## src/io_pkg.sv

```systemverilog
package io_pkg;

	localparam int io_addr_w = 16;

	// device groups seen by the port decoder.
	typedef enum logic [3:0] {
		none     = 4'd0,
		ide0     = 4'd1,
		ide1     = 4'd2,
		floppy   = 4'd3,
		dma      = 4'd4, // master, slave and page registers.
		pic      = 4'd5, // master and slave.
		pit      = 4'd6,
		ps2      = 4'd7,
		rtc      = 4'd8,
		sound    = 4'd9, // fm and sb.
		uart1    = 4'd10,
		uart2    = 4'd11,
		mpu      = 4'd12,
		vga      = 4'd13,
		joystick = 4'd14,
		sysctl   = 4'd15
	} io_dev_t;

	// write word, plain data or the keyed form used by the sysctl port.
	typedef union packed {
		logic [31:0] raw;
		struct packed {
			logic [15:0] unused;
			logic [7:0]  key;
			logic [7:0]  value;
		} kv;
	} io_word_t;

	localparam logic [io_addr_w-1:0] port_ide0        = 16'h01F0;
	localparam logic [io_addr_w-1:0] port_ide0_ctl    = 16'h03F6;
	localparam logic [io_addr_w-1:0] port_ide1        = 16'h0170;
	localparam logic [io_addr_w-1:0] port_ide1_ctl    = 16'h0376;
	localparam logic [io_addr_w-1:0] port_floppy      = 16'h03F0;
	localparam logic [io_addr_w-1:0] port_floppy_data = 16'h03F4;
	localparam logic [io_addr_w-1:0] port_floppy_dir  = 16'h03F7;
	localparam logic [io_addr_w-1:0] port_dma_master  = 16'h00C0;
	localparam logic [io_addr_w-1:0] port_dma_page    = 16'h0080;
	localparam logic [io_addr_w-1:0] port_dma_slave   = 16'h0000;
	localparam logic [io_addr_w-1:0] port_pic_master  = 16'h0020;
	localparam logic [io_addr_w-1:0] port_pic_slave   = 16'h00A0;
	localparam logic [io_addr_w-1:0] port_pit         = 16'h0040;
	localparam logic [io_addr_w-1:0] port_pit_b       = 16'h0061;
	localparam logic [io_addr_w-1:0] port_ps2_io      = 16'h0060;
	localparam logic [io_addr_w-1:0] port_ps2_ctl     = 16'h0090;
	localparam logic [io_addr_w-1:0] port_rtc         = 16'h0070;
	localparam logic [io_addr_w-1:0] port_fm          = 16'h0388;
	localparam logic [io_addr_w-1:0] port_sb          = 16'h0220;
	localparam logic [io_addr_w-1:0] port_uart1       = 16'h03F8;
	localparam logic [io_addr_w-1:0] port_uart2       = 16'h02F8;
	localparam logic [io_addr_w-1:0] port_mpu         = 16'h0330;
	localparam logic [io_addr_w-1:0] port_vga_b       = 16'h03B0;
	localparam logic [io_addr_w-1:0] port_vga_c       = 16'h03C0;
	localparam logic [io_addr_w-1:0] port_vga_d       = 16'h03D0;
	localparam logic [io_addr_w-1:0] port_joystick    = 16'h0201;
	localparam logic [io_addr_w-1:0] port_sysctl      = 16'h8888;

	// datasize code of a 16-bit access.
	localparam logic [2:0] io_size_word = 3'd2;

endpackage

```

## src/port_decode.sv

```systemverilog
module port_decode
	import io_pkg::*;
(
	input  logic                 clk_sys,
	input  logic                 reset,

	input  logic [io_addr_w-1:0] io_address,
	input  logic                 io_read,
	input  logic                 io_write,
	input  logic [2:0]           io_datasize,
	input  io_word_t             io_writedata,

	output io_dev_t              dec_dev,
	output logic [io_addr_w-1:0] dec_address,
	output logic                 dec_read,
	output logic                 dec_write,
	output logic [2:0]           dec_datasize,
	output io_word_t             dec_writedata
);

	io_dev_t dev_next;

	// address falls in the range at base, ignoring the low bits.
	function automatic logic hit(
		input logic [io_addr_w-1:0] addr,
		input logic [io_addr_w-1:0] base,
		input int unsigned          low
	);
		logic [io_addr_w-1:0] mask;
		mask = {io_addr_w{1'b1}} << low;
		return (addr & mask) == (base & mask);
	endfunction

	always_comb begin
		dev_next = none;
		if (hit(io_address, port_ide0, 3) || hit(io_address, port_ide0_ctl, 0))
			dev_next = ide0;
		else if (hit(io_address, port_ide1, 3) || hit(io_address, port_ide1_ctl, 0))
			dev_next = ide1;
		else if (hit(io_address, port_floppy, 2) || hit(io_address, port_floppy_data, 1) ||
				hit(io_address, port_floppy_dir, 0))
			dev_next = floppy;
		else if (hit(io_address, port_dma_master, 5) || hit(io_address, port_dma_page, 4) ||
				hit(io_address, port_dma_slave, 4))
			dev_next = dma;
		else if (hit(io_address, port_pic_master, 1) || hit(io_address, port_pic_slave, 1))
			dev_next = pic;
		else if (hit(io_address, port_pit, 2) || hit(io_address, port_pit_b, 0))
			dev_next = pit; // 61h is port b, speaker gate lives there.
		else if (hit(io_address, port_ps2_io, 3) || hit(io_address, port_ps2_ctl, 4))
			dev_next = ps2;
		else if (hit(io_address, port_rtc, 1))
			dev_next = rtc;
		else if (hit(io_address, port_fm, 2) || hit(io_address, port_sb, 4))
			dev_next = sound;
		else if (hit(io_address, port_uart1, 3))
			dev_next = uart1;
		else if (hit(io_address, port_uart2, 3))
			dev_next = uart2;
		else if (hit(io_address, port_mpu, 1))
			dev_next = mpu;
		else if (hit(io_address, port_vga_b, 4) || hit(io_address, port_vga_c, 4) ||
				hit(io_address, port_vga_d, 4))
			dev_next = vga;
		else if (hit(io_address, port_joystick, 0))
			dev_next = joystick;
		else if (hit(io_address, port_sysctl, 0))
			dev_next = sysctl;
	end

	// select and strobes move together.
	always_ff @(posedge clk_sys) begin
		if (reset) begin
			dec_dev   <= none;
			dec_read  <= 1'b0;
			dec_write <= 1'b0;
		end else begin
			dec_dev   <= dev_next;
			dec_read  <= io_read;
			dec_write <= io_write;
		end
	end

	always_ff @(posedge clk_sys) begin
		dec_address       <= io_address;
		dec_datasize      <= io_datasize;
		dec_writedata.raw <= io_writedata.raw;
	end

endmodule

```

## src/read_return.sv

```systemverilog
module read_return
	import io_pkg::*;
(
	input  logic                 clk_sys,
	input  logic                 reset,

	input  io_dev_t              dec_dev,
	input  logic [io_addr_w-1:0] dec_address,

	input  logic [7:0]           floppy_readdata,
	input  logic [7:0]           dma_readdata,
	input  logic [7:0]           pic_readdata,
	input  logic [7:0]           pit_readdata,
	input  logic [7:0]           ps2_readdata,
	input  logic [7:0]           rtc_readdata,
	input  logic [7:0]           sound_readdata,
	input  logic [7:0]           uart1_readdata,
	input  logic [7:0]           uart2_readdata,
	input  logic [7:0]           mpu_readdata,
	input  logic [7:0]           vga_readdata,
	input  logic [7:0]           joystick_readdata,
	input  logic [31:0]          ide0_readdata,
	input  logic [31:0]          ide1_readdata,

	output logic [31:0]          io_readdata,
	output logic                 io_io32
);

	logic [7:0]  byte_data;
	logic [31:0] read_next;
	logic        io32_next;

	always_comb begin
		case (dec_dev)
			floppy:   byte_data = floppy_readdata;
			dma:      byte_data = dma_readdata;
			pic:      byte_data = pic_readdata;
			pit:      byte_data = pit_readdata;
			ps2:      byte_data = ps2_readdata;
			rtc:      byte_data = rtc_readdata;
			sound:    byte_data = sound_readdata;
			uart1:    byte_data = uart1_readdata;
			uart2:    byte_data = uart2_readdata;
			mpu:      byte_data = mpu_readdata;
			vga:      byte_data = vga_readdata;
			joystick: byte_data = joystick_readdata;
			default:  byte_data = 8'hFF; // floating bus.
		endcase
	end

	always_comb begin
		if (dec_dev == ide0)
			read_next = ide0_readdata;
		else if (dec_dev == ide1)
			read_next = ide1_readdata;
		else
			read_next = {24'd0, byte_data};
	end

	// 32-bit path only for the ide data block, not the control ports at 3x6h.
	assign io32_next = ((dec_dev == ide0 || dec_dev == ide1) && !dec_address[9]) ||
		(dec_dev == sysctl);

	always_ff @(posedge clk_sys) begin
		if (reset)
			io_io32 <= 1'b0;
		else
			io_io32 <= io32_next;
	end

	always_ff @(posedge clk_sys) begin
		io_readdata <= read_next;
	end

endmodule

```

## src/ide_read_hold.sv

```systemverilog
module ide_read_hold
	import io_pkg::*;
(
	input  logic                 clk_sys,
	input  logic                 reset,

	input  io_dev_t              dec_dev,
	input  logic [io_addr_w-1:0] dec_address,
	input  logic                 dec_read,
	input  logic                 ide0_nodata,
	input  logic                 ide1_nodata,

	output logic                 ide0_read,
	output logic                 ide1_read,
	output logic                 io_wait
);

	logic [1:0] sel;
	logic [1:0] nodata;
	logic [1:0] hold;
	logic       data_port;

	assign sel       = {dec_dev == ide1, dec_dev == ide0};
	assign nodata    = {ide1_nodata, ide0_nodata};
	assign data_port = !dec_address[9] && (dec_address[2:0] == 3'd0); // 1F0h / 170h.

	always_ff @(posedge clk_sys) begin
		if (reset) begin
			hold <= 2'b00;
		end else begin
			for (int i = 0; i < 2; i++) begin
				if (dec_read && sel[i] && data_port && nodata[i])
					hold[i] <= 1'b1;
				if (!nodata[i])
					hold[i] <= 1'b0; // drive has data again.
			end
		end
	end

	assign ide0_read = (dec_read && sel[0]) || hold[0];
	assign ide1_read = (dec_read && sel[1]) || hold[1];
	assign io_wait   = |hold;

endmodule

```

## src/sysctl_port.sv

```systemverilog
module sysctl_port
	import io_pkg::*;
#(
	parameter logic [7:0] SYSCFG_DEFAULT = 8'hA2,
	parameter logic [7:0] SYSCTL_KEY     = 8'hA1
)
(
	input  logic       clk_sys,
	input  logic       reset,

	input  io_dev_t    dec_dev,
	input  logic       dec_write,
	input  logic [2:0] dec_datasize,
	input  io_word_t   dec_writedata,

	output logic [7:0] syscfg
);

	logic after_reset;
	logic disk_access;
	logic key_write;

	assign disk_access = (dec_dev == ide0) || (dec_dev == ide1) || (dec_dev == floppy);

	// only a word write with the right key is taken.
	assign key_write = dec_write && (dec_dev == sysctl) &&
		(dec_datasize == io_size_word) && (dec_writedata.kv.key == SYSCTL_KEY);

	always_ff @(posedge clk_sys) begin
		if (reset) begin
			syscfg      <= SYSCFG_DEFAULT;
			after_reset <= 1'b1;
		end else if (after_reset && disk_access) begin
			// boot has reached the disks, drop the power-on setting.
			syscfg      <= 8'd0;
			after_reset <= 1'b0;
		end else if (key_write) begin
			syscfg      <= dec_writedata.kv.value;
			after_reset <= 1'b0;
		end
	end

endmodule

```

## src/system_io.sv

```systemverilog
module system_io
	import io_pkg::*;
#(
	parameter logic [7:0] SYSCFG_DEFAULT = 8'hA2,
	parameter logic [7:0] SYSCTL_KEY     = 8'hA1
)
(
	input  logic                 clk_sys,
	input  logic                 reset,

	input  logic [io_addr_w-1:0] io_address,
	input  logic                 io_read,
	input  logic                 io_write,
	input  logic [2:0]           io_datasize,
	input  io_word_t             io_writedata,
	output logic [31:0]          io_readdata,
	output logic                 io_io32,
	output logic                 io_wait,

	output io_dev_t              dev_sel,
	output logic [io_addr_w-1:0] dev_address,
	output logic                 dev_read,
	output logic                 dev_write,
	output io_word_t             dev_writedata,

	input  logic [7:0]           floppy_readdata,
	input  logic [7:0]           dma_readdata,
	input  logic [7:0]           pic_readdata,
	input  logic [7:0]           pit_readdata,
	input  logic [7:0]           ps2_readdata,
	input  logic [7:0]           rtc_readdata,
	input  logic [7:0]           sound_readdata,
	input  logic [7:0]           uart1_readdata,
	input  logic [7:0]           uart2_readdata,
	input  logic [7:0]           mpu_readdata,
	input  logic [7:0]           vga_readdata,
	input  logic [7:0]           joystick_readdata,

	input  logic [31:0]          ide0_readdata,
	input  logic [31:0]          ide1_readdata,
	input  logic                 ide0_nodata,
	input  logic                 ide1_nodata,
	output logic                 ide0_read,
	output logic                 ide1_read,

	output logic [7:0]           syscfg
);

	logic [2:0] dec_datasize;

	port_decode u_decode (
		.clk_sys       (clk_sys),
		.reset         (reset),
		.io_address    (io_address),
		.io_read       (io_read),
		.io_write      (io_write),
		.io_datasize   (io_datasize),
		.io_writedata  (io_writedata),
		.dec_dev       (dev_sel),
		.dec_address   (dev_address),
		.dec_read      (dev_read),
		.dec_write     (dev_write),
		.dec_datasize  (dec_datasize),
		.dec_writedata (dev_writedata)
	);

	read_return u_read_return (
		.clk_sys           (clk_sys),
		.reset             (reset),
		.dec_dev           (dev_sel),
		.dec_address       (dev_address),
		.floppy_readdata   (floppy_readdata),
		.dma_readdata      (dma_readdata),
		.pic_readdata      (pic_readdata),
		.pit_readdata      (pit_readdata),
		.ps2_readdata      (ps2_readdata),
		.rtc_readdata      (rtc_readdata),
		.sound_readdata    (sound_readdata),
		.uart1_readdata    (uart1_readdata),
		.uart2_readdata    (uart2_readdata),
		.mpu_readdata      (mpu_readdata),
		.vga_readdata      (vga_readdata),
		.joystick_readdata (joystick_readdata),
		.ide0_readdata     (ide0_readdata),
		.ide1_readdata     (ide1_readdata),
		.io_readdata       (io_readdata),
		.io_io32           (io_io32)
	);

	ide_read_hold u_ide_hold (
		.clk_sys     (clk_sys),
		.reset       (reset),
		.dec_dev     (dev_sel),
		.dec_address (dev_address),
		.dec_read    (dev_read),
		.ide0_nodata (ide0_nodata),
		.ide1_nodata (ide1_nodata),
		.ide0_read   (ide0_read),
		.ide1_read   (ide1_read),
		.io_wait     (io_wait)
	);

	sysctl_port #(
		.SYSCFG_DEFAULT (SYSCFG_DEFAULT),
		.SYSCTL_KEY     (SYSCTL_KEY)
	) u_sysctl (
		.clk_sys       (clk_sys),
		.reset         (reset),
		.dec_dev       (dev_sel),
		.dec_write     (dev_write),
		.dec_datasize  (dec_datasize),
		.dec_writedata (dev_writedata),
		.syscfg        (syscfg)
	);

endmodule

```

## config.mk

```make
export PLATFORM = sky130hd
export DESIGN_NAME = system_io
export DESIGN_NICKNAME = d
export VERILOG_FILES = /design/src/io_pkg.sv /design/src/port_decode.sv /design/src/read_return.sv /design/src/ide_read_hold.sv /design/src/sysctl_port.sv /design/src/system_io.sv
export SDC_FILE = /design/constraint.sdc
export NUM_CORES = 1
export LEC_CHECK = 0
export BUFFER_PORTS_ARGS = -buffer_cell sky130_fd_sc_hd__buf_4
export CAP_MARGIN = 20
export CELL_PAD_IN_SITES_DETAIL_PLACEMENT = 1
export CELL_PAD_IN_SITES_GLOBAL_PLACEMENT = 1
export CORE_MARGIN = 4
export CORE_UTILIZATION = 28
export CTS_CLUSTER_DIAMETER = 200
export DETAILED_ROUTE_END_ITERATION = 8
export GPL_ROUTABILITY_DRIVEN = 0
export PLACE_DENSITY_LB_ADDON = 0.1
export SLEW_MARGIN = 15
export SYNTH_ARGS = -nofsm -noshare
export SYNTH_HDL_FRONTEND = slang
export SYNTH_SLANG_ARGS = --single-unit
```

## constraint.sdc

```tcl
create_clock -name clk_sys -period 1.69 [get_ports clk_sys]
set_input_delay 0.338 -clock clk_sys [delete_from_list [all_inputs] [get_ports clk_sys]]
set_output_delay 0.338 -clock clk_sys [all_outputs]
set_load 0.05 [all_outputs]
```

**Word level (Yosys, flattened, before mapping)**

Index checks and enable logic that the tools add are counted.

- Flip-flop bits (word level): 101
- Bits of input ports: 217

- Reduce and logical (&&, ||, !) cells: 40
- Muxes and demuxes: 22
- Equal/unequal tests: 43
- Bitwise logic cells: 2

Operators with widths:

| operator | number |
|---|---|
| $pmux W8 S12 | 1 |
| $eq A16 B10 Y1 const B | 4 |
| $mux W32 | 2 |
| $eq A12 B6 Y1 const B | 4 |
| $eq A4 B4 Y1 const B | 8 |
| $mux W4 | 8 |
| $eq A15 B9 Y1 const B | 2 |
| $eq A14 B8 Y1 const B | 2 |
| $eq A13 B6 Y1 const B | 2 |
| $eq A13 B7 Y1 const B | 2 |
| $eq A12 B4 Y1 const B | 2 |
| $logic_or A1 B1 Y1 | 17 |
| $eq A16 B16 Y1 const B | 1 |
| $eq A16 B7 Y1 const B | 1 |
| $eq A4 B3 Y1 const B | 4 |
| $logic_not A16 Y1 | 1 |
| $mux W8 | 2 |
| $eq A15 B5 Y1 const B | 1 |
| $eq A15 B6 Y1 const B | 1 |
| $eq A15 B7 Y1 const B | 1 |
| $eq A14 B5 Y1 const B | 1 |
| $eq A13 B4 Y1 const B | 1 |
| $logic_and A1 B1 Y1 | 12 |
| $mux W3 | 4 |
| 14 further kinds | 23 |

**Longest topological paths before layout**

Gate-level depths: netlist of the first run.

- Word-level depth: 16
- Mapped depth: 7
- Gate-level depth less buffers: 5

**Hierarchy**

Synthesis of the first run repeated with hierarchy kept, for this count alone.

- Cells, all modules: 431
- Area total of the unflattened synthesis: 4,215.3 um2

By module, submodules not included:

| module | cells an instance | sequential area each (um2) | area each (um2) | instances |
|---|---|---|---|---|
| read_return | 250 | 660.6 | 2,059.5 | 1 |
| port_decode | 133 | 1,141.1 | 1,636.6 | 1 |
| sysctl_port | 36 | 180.2 | 402.9 | 1 |
| ide_read_hold | 12 | 40.0 | 116.4 | 1 |

**Least setup slack after synthesis of the first run**

No wires, ideal clock.

- Path type: flip-flop to output port
- From: reg u_decode.dec_dev[1]
- To: out ide1_read
- Stages on the path, launching flop included: 6
- Arrival time: 1,645 ps
- Setup slack: -293 ps
- Path buffers: 2
- Required time: 1,352 ps
- Path through: dfxtp_1 -> nor2b_1 -> buf_2 -> and2_1 -> buf_2 -> a21o_1

- Word-level cells in the longest chain between the ends: 3

Ends and longest elaborated chain:

| item | line | source |
|---|---|---|
| start: declaration | port_decode.sv:13 | `output io_dev_t dec_dev,` |
| start signal: assignment | port_decode.sv:74 | `dec_dev <= none;` |
| start signal: assignment | port_decode.sv:78 | `dec_dev <= dev_next;` |
| $eq A4 B2 Y1 | ide_read_hold.sv:23 | `assign sel = {dec_dev == ide1, dec_dev == ide0};` |
| $logic_and A1 B1 Y1 | ide_read_hold.sv:41 | `assign ide1_read = (dec_read && sel[1]) \|\| hold[1];` |
| $logic_or A1 B1 Y1 | ide_read_hold.sv:41 |  |
| end: declaration | system_io.sv:44 | `output logic ide1_read,` |

No other way between the ends.

**Worst setup path in the final report of the first run**

Same ends and word-level chain as after synthesis.

==> metrics.yaml, run 1 <==
setup_path:
  end_kind: "output port"
  worstPathArrival_ps: 1360
  setup.worst_path.start: "u_decode.dec_dev[1]$_SDFF_PP0_"
  worstRegToRegCells: 7
  critical_path_class: "reg2out"
  cp_max_fo: 6
  required_ps: 1350
  reg2reg_setup_slack_ps: 60
  critPathLaunchType: "flip-flop"
  r2r-start: "u_decode.dec_dev[1]$_SDFF_PP0_"
cts:
  cts.sinks: 101
  h-tree-depth: 3
  clk-insertion-delay-late_ps: 350
  cts_buffers: 9
  ctsHoldBuffers: 0
  root_buffer: "clkbuf_16"
  tritoncts: "built"
  cts_max_path_buffers: 2
  clk_pin_slew_ps: 80
sta:
  hold_viol: 0
  setup_viol: 1
  fin_crit_ps: 1695
  grt_setup_unrepaired: "yes"
  period_share_pct: 100.3
  fin_ws_ps: -5.145
  max_slew_margin_pct: 67.00
  fmax_mhz: 589.9
  drv_slew: 0
  worstMarginPinSlew_ps: 488.4
  final.setup.tns_ps: -5.145
  fin_skew_ps: 6.980
logic_synthesis:
  synth_top_area_share_pct: 48.21
  ys_seq_area_share_pct: 48.21
  netlist_area_um2: 4194
  ys_types: 66
  synth-async-reset-ratio_pct: 0
  syn_nets: 640
  synth_area_leader_cell: "dfxtp_1"
  synth.avg_cell_area_um2: 9.915
  ys_ff_latch: 101
  synth_edf_count: 0
  synthCells: 423
  synth_area_leaders: "dfxtp_1 (48%), a22o_1 (6.3%), a21oi_1 (3.6%)"
  yosysWarnings: 0
  synthFlopType: "dfxtp_1"
route:
  drt_iter0_markers: 297
  drt-total-wl_um: 18870
  vias: 4710
  drtPass1Iterations: 4
  drcViolationCount: 0
  antenna_left: 0
  vias_per_cell: 5.048
  post_drt_wl_per_cell_um: 20.22
floorplanning:
  start_util_pct: 28.75
  rows: 44
  dieArea_um2: 17000
  core_um2: 14590
  die_w_um: 130.4
  die_h_um: 130.4
  ioPinCount: 315
finish:
  post-route-cell-area_um2: 7284
  diodes: 0
  stdcell_count: 933
  drive_gt1_share_pct: 53.67
  mostFrequentLayoutCells: "buf_4 (334), dfxtp_1 (97), a22o_1 (30)"
  synthToLayoutAreaGrowth_pct: 73.69
  layout_commonest_cell: "buf_4"
  nNetsFinal: 961
global_route:
  overflow: 0
  grt_start_max_net_pins: 25
  track_usage_pct: 20.60
  antenna_found_initial: 0
  first_global_vias: 5057
  grt_pass1_wl_um: 27230
min_path:
  hold_path_class: "in2reg"
  holdCritStartpoint: "io_writedata[23]"
  worstHoldPathCells: 1
pwr:
  power_frac_seq_pct: 45.5
  power_frac_clock_pct: 38.7
  p_leak_nw: 3.341
  p_int_mw: 3.940
  power_density_nw_per_um2: 746.0
  p_sw_mw: 1.494
  swShare_pct: 27.49
  power_frac_comb_pct: 15.9
  irDropWorstVdd_v: 0.0005500
run_status:
  violations: "negative setup slack"
  status: "finished with violations"
flow_run:
  maxCapViolations: 0
placed_design:
  placed_area_um2: 6750
  dp_slack_ps: -61.40
  portBuffers: 314
  placedCellCount: 908
  hpwl_um: 15150
==> worst max-delay path: stages (launching register included) <==
cell and delay [ps]:
dfxtp_4 380, nor2b_4 130, and2_4 160, a21o_4 200
buf_8 140
==> cells by family (layout without fill, tap and decap cells) <==
group	after synthesis	count (layout)	share of synthesized area (%)
compound gates	153	153	25.87
simple gates	115	115	16.89
flops	101	101	48.21
buf+inv	39	365	5.340
mux	15	15	3.699
==> repair_timing <==
action                     in CTS  in global routing
resized for setup              12                 29
setup buffers                   6                  3
cloned                          0                  0
setup endpoints to repair       4                 11
pin swaps                       0                  9
==> through the flow <==
stage | utilization, % | total power [mW] | hold WS (ps)
global placement | 46.27 | 3.385 | 442.5
CTS | 49.00 | 5.518 | 64.70
floorplan | - | 2.841 | 365.7
detailed placement | 46.27 | 3.395 | 443.7
global route | 49.93 | 5.660 | 60.41
finish | 49.93 | 5.434 | 82.02
==> registers in the layout, summed over array words and instances (netlist names) <==
| register | flops |
|---|---|
| u_decode.dec_datasize | 3 |
| u_decode.dec_writedata | 32 |
| u_read_return.io_readdata | 32 |
| u_sysctl.syscfg | 8 |
| u_sysctl.after_reset | 1 |
| u_decode.dec_address | 16 |
| u_decode.dec_write | 1 |
| u_ide_hold.hold | 2 |
| u_decode.dec_dev | 4 |
| u_decode.dec_read | 1 |
| u_read_return.io_io32 | 1 |
==> power by group through the flow <==
stage	combinational (mW)	sequential (mW)	clock, mW
4_1_cts	0.865	2.47	2.18
3_3_place_gp	0.854	2.53	0
6_report	0.862	2.47	2.10
5_1_grt	0.909	2.48	2.27
2_1_floorplan	0.0852	2.76	0
3_5_place_dp	0.862	2.53	0
==> synth_stat cells, types with 4 or more instances <==
library cell	count
nand2b_1	4
nor4bb_1	6
a22o_1	30
buf_6	4
a22oi_1	10
buf_2	23
o21ai_0	16
a21o_1	5
nor2_1	25
o21ai_1	6
nand3_1	10
nor2b_1	10
inv_1	4
o22ai_1	11
mux2_2	4
dfxtp_1	101
a21oi_1	30
nand2_1	21
buf_4	5
a31oi_1	12
nand4_1	5
mux2i_1	11
==> per-layer routing <==
metal / vias up / share of wire, % / GRT usage, %
met5: - / 0 / 0
met4: 0 / 1.5 / 4.477
met3: 22 / 9.5 / 6.260
met2: 214 / 51 / 37.33
met1: 2239 / 38 / 23.99
li1: 2235 / - / -
==> final cells by class <==
class	count	area, um^2
fill	1663	7305
timing repair buffer	343	2634
multi-input combinational	283	2051
sequential	101	2037
tap	184	230.2
clock buffer	9	225.2
clock inverter	7	85.08
inverter	6	22.52
==> final timing paths <==
kind | endpoint
max reg2reg | u_read_return.io_readdata[7]$_DFF_P_
min reg2reg | u_sysctl.after_reset$_SDFFE_PP1P_
max | ide1_read
min | u_decode.dec_writedata[23]$_DFF_P_
(Power assumes the default switching activity.)
==> inputs of run 2 (changes only) <==
--- a/config.mk
+++ b/config.mk
@@ -9,8 +9,9 @@
 export CAP_MARGIN = 20
 export CELL_PAD_IN_SITES_DETAIL_PLACEMENT = 1
 export CELL_PAD_IN_SITES_GLOBAL_PLACEMENT = 1
+export CORE_ASPECT_RATIO = 1.75
 export CORE_MARGIN = 4
-export CORE_UTILIZATION = 28
+export CORE_UTILIZATION = 30
 export CTS_CLUSTER_DIAMETER = 200
 export DETAILED_ROUTE_END_ITERATION = 8
 export GPL_ROUTABILITY_DRIVEN = 0
==> constraint.sdc (replaced) <==
create_clock -name clk_sys -period 2.1 [get_ports clk_sys]
set_input_delay 0.42 -clock clk_sys [delete_from_list [all_inputs] [get_ports clk_sys]]
set_output_delay 0.42 -clock clk_sys [all_outputs]
set_load 0.05 [all_outputs]
==> run 2 against run 1 <==
- clock power fell by 21%
- combinational power fell by 19%
- first-iteration DRC count fell by 52%
- critical endpoint is now u_read_return.io_readdata[7]$_DFF_P_
- critical path type is now reg2reg
- via count fell by 0.79%
- critical path depth rose by 2
- the run now ends clean
==> metrics.yaml, run 2 (synthesis results as in run 1) <==
route:
  antenna_left: 0  # unchanged
  drt-total-wl_um: 20100  # +6.5%
  vias: 4673  # -0.79%
  routed.top_layer: "met4"
  dr_wl_met2_um: 11280  # +17%
  wl_met3_um: 1353  # -24%
  drtPass1Iterations: 5  # +1
  drcViolationCount: 0  # unchanged
  post_drt_wl_per_cell_um: 22.11  # +9.3%
  drt_iter0_markers: 143  # -52%
  vias_per_cell: 5.141  # +1.8%
  wl_met1_um: 6666  # -6.7%
placed_design:
  dp_slack_ps: 194.9  # +256.3 ps
  placed_area_um2: 6700  # -0.74%
  placedCellCount: 892  # -1.8%
  portBuffers: 314  # unchanged
  hpwl_um: 16530  # +9.1%
cts:
  clk-insertion-delay-late_ps: 340  # about the same
  post_cts_buffers: 0  # -6
  cts.sinks: 101  # unchanged
  root_buffer: "clkbuf_16"
  ctsHoldBuffers: 0  # unchanged
  cts_buffers: 9  # unchanged
  clk_pin_slew_ps: 80  # about the same
  h-tree-depth: 3  # unchanged
  cts_max_path_buffers: 2  # unchanged
  tritoncts: "built"
sta:
  fin_ws_ps: 140.8  # +145.9 ps
  fin_crit_ps: 1959
  drv_slew: 0  # unchanged
  setup_viol: 0  # -1
  whs_ps: 177.0  # +94.95 ps
  fin_skew_ps: 8.173  # +1.193 ps
  max_slew_margin_pct: 64.57  # -2.4 points
  worstMarginPinSlew_ps: 527.9  # +39.54 ps
  fmax_mhz: 510.4
  final.setup.tns_ps: 0  # +5.145 ps
  hold_viol: 0  # unchanged
  grt_setup_unrepaired: "no"
  period_share_pct: 93.30
finish:
  drive_gt1_share_pct: 49.86  # -3.8 points
  stdcell_count: 909  # -2.6%
  fillers: 1619  # -2.6%
  synthToLayoutAreaGrowth_pct: 66.80
  post-route-cell-area_um2: 6995  # -4.0%
  layout_commonest_cell: "buf_4"
  reg.largest.list: "u_decode.dec_writedata: 32 flops, u_read_return.io_readdata: 32 flops, u_decode.dec_address: 16 flops"
  multi_input_area_um2: 1948  # -5.0%
  mostFrequentLayoutCells: "buf_4 (326), dfxtp_1 (99), a22o_1 (30), a21oi_1 (30), nor2_1 (25)"
  nNetsFinal: 946  # -1.6%
  regArea_um2: 2027  # -0.49%
  final_util_pct: 51.46  # +1.5 points
pwr:
  power_density_nw_per_um2: 620.1  # -17%
  swShare_pct: 27.37  # -0.12 points
  power_frac_comb_pct: 16.1  # +0.2 points
  power_frac_seq_pct: 45.9  # +0.4 points
  finalPower_mw: 4.338  # -20%
  p_int_mw: 3.151  # -20%
  power_frac_clock_pct: 38.0  # -0.7 points
  p_sw_mw: 1.188  # -21%
  p_leak_nw: 3.241  # -3.0%
  irDropWorstVdd_v: 0.0004469  # -19%
setup_path:
  worstRegToRegCells: 6  # -1
  reg2reg_setup_slack_ps: 140  # +80 ps
  r2r-start: "u_decode.dec_dev[1]$_SDFF_PP0_"
  r2r_end: "u_read_return.io_readdata[7]$_DFF_P_"
  critPathLaunchType: "flip-flop"
  cp_max_fo: 33  # +27
  worstPathArrival_ps: 2160  # +800 ps
  end_kind: "flip-flop"
  required_ps: 2300  # +950 ps
  critical_path_class: "reg2reg"
floorplanning:
  dieArea_um2: 16010  # -5.8%
  die_w_um: 97.38  # -25%
  rows: 56  # +27%
  start_util_pct: 30.85  # +2.1 points
  die_h_um: 164.4  # +26%
  ioPinCount: 315  # unchanged
  core_um2: 13590  # -6.8%
global_route:
  track_usage_pct: 23.98  # +3.4 points
  overflow: 0  # unchanged
  first_global_vias: 5244  # +3.7%
  grt_start_max_net_pins: 38  # +52%
  antenna_found_initial: 1  # +1
  grt_pass1_wl_um: 29900  # +9.8%
run_status:
  status: "complete, no violations"
min_path:
  worstHoldPathCells: 1  # unchanged
  holdCritStartpoint: "io_writedata[6]"
  hold_path_class: "in2reg"
  hold_end: "u_decode.dec_writedata[6]$_DFF_P_"
flow_run:
  maxCapViolations: 0  # unchanged
## run 2: power by group through the flow
stage	clock, mW	combinational (mW)	sequential, mW
2_1_floorplan	0	0.0686	2.22
3_3_place_gp	0	0.696	2.04
3_5_place_dp	0	0.702	2.04
4_1_cts	1.71	0.705	1.99
5_1_grt	1.78	0.735	2.00
6_report	1.65	0.700	1.99
## run 2: worst max-delay path: stages, from the launching register on
cell and delay, ps:
dfxtp_1 370, buf_4 350, inv_2 150, and4_1 220, a311oi_1 480, a21o_1 140, a31oi_1 80
## run 2: area by class of cell
cell class | count | share of cell area, %
Clock inverter | 7 | 0.9301
Tap cell | 174 | 3.112
Timing Repair Buffer | 328 | 35.56
Antenna cell | 1 | 0.03577
Inverter | 6 | 0.3219
Clock buffer | 9 | 3.219
Multi-Input combinational cell | 283 | 27.85
Sequential cell | 101 | 28.98
## run 2: worst max-delay path by stage
stage                                               from                                    to  slack, ps  cells past startpoint
after CTS                 u_decode.dec_dev[0]$_SDFF_PP0_                             ide0_read         80                      4
after global placement    u_decode.dec_dev[1]$_SDFF_PP0_  u_read_return.io_readdata[7]$_DFF_P_        230                      6
after detailed placement  u_decode.dec_dev[1]$_SDFF_PP0_  u_read_return.io_readdata[7]$_DFF_P_        190                      6
final                     u_decode.dec_dev[1]$_SDFF_PP0_  u_read_return.io_readdata[7]$_DFF_P_        140                      6
after floorplan           u_decode.dec_dev[1]$_SDFF_PP0_                             ide1_read         40                      5
after global routing      u_decode.dec_dev[2]$_SDFF_PP0_                             ide0_read         20                      4
## run 2: what timing repair did
| item | 4_1_cts | 5_1_grt |
|---|---|---|
| endpoints found under the setup margin | 0 | 1 |
| resized for setup | 0 | 1 |
| hold endpoints to repair | 0 | 0 |
## run 2: layer usage
| layer | GRT usage [%] | vias to the layer above |
|---|---|---|
| li1 | - | 2203 |
| met1 | 24.49 | 2197 |
| met2 | 45.72 | 235 |
| met3 | 5.917 | 38 |
| met4 | 10.52 | 0 |
| met5 | 0 | - |
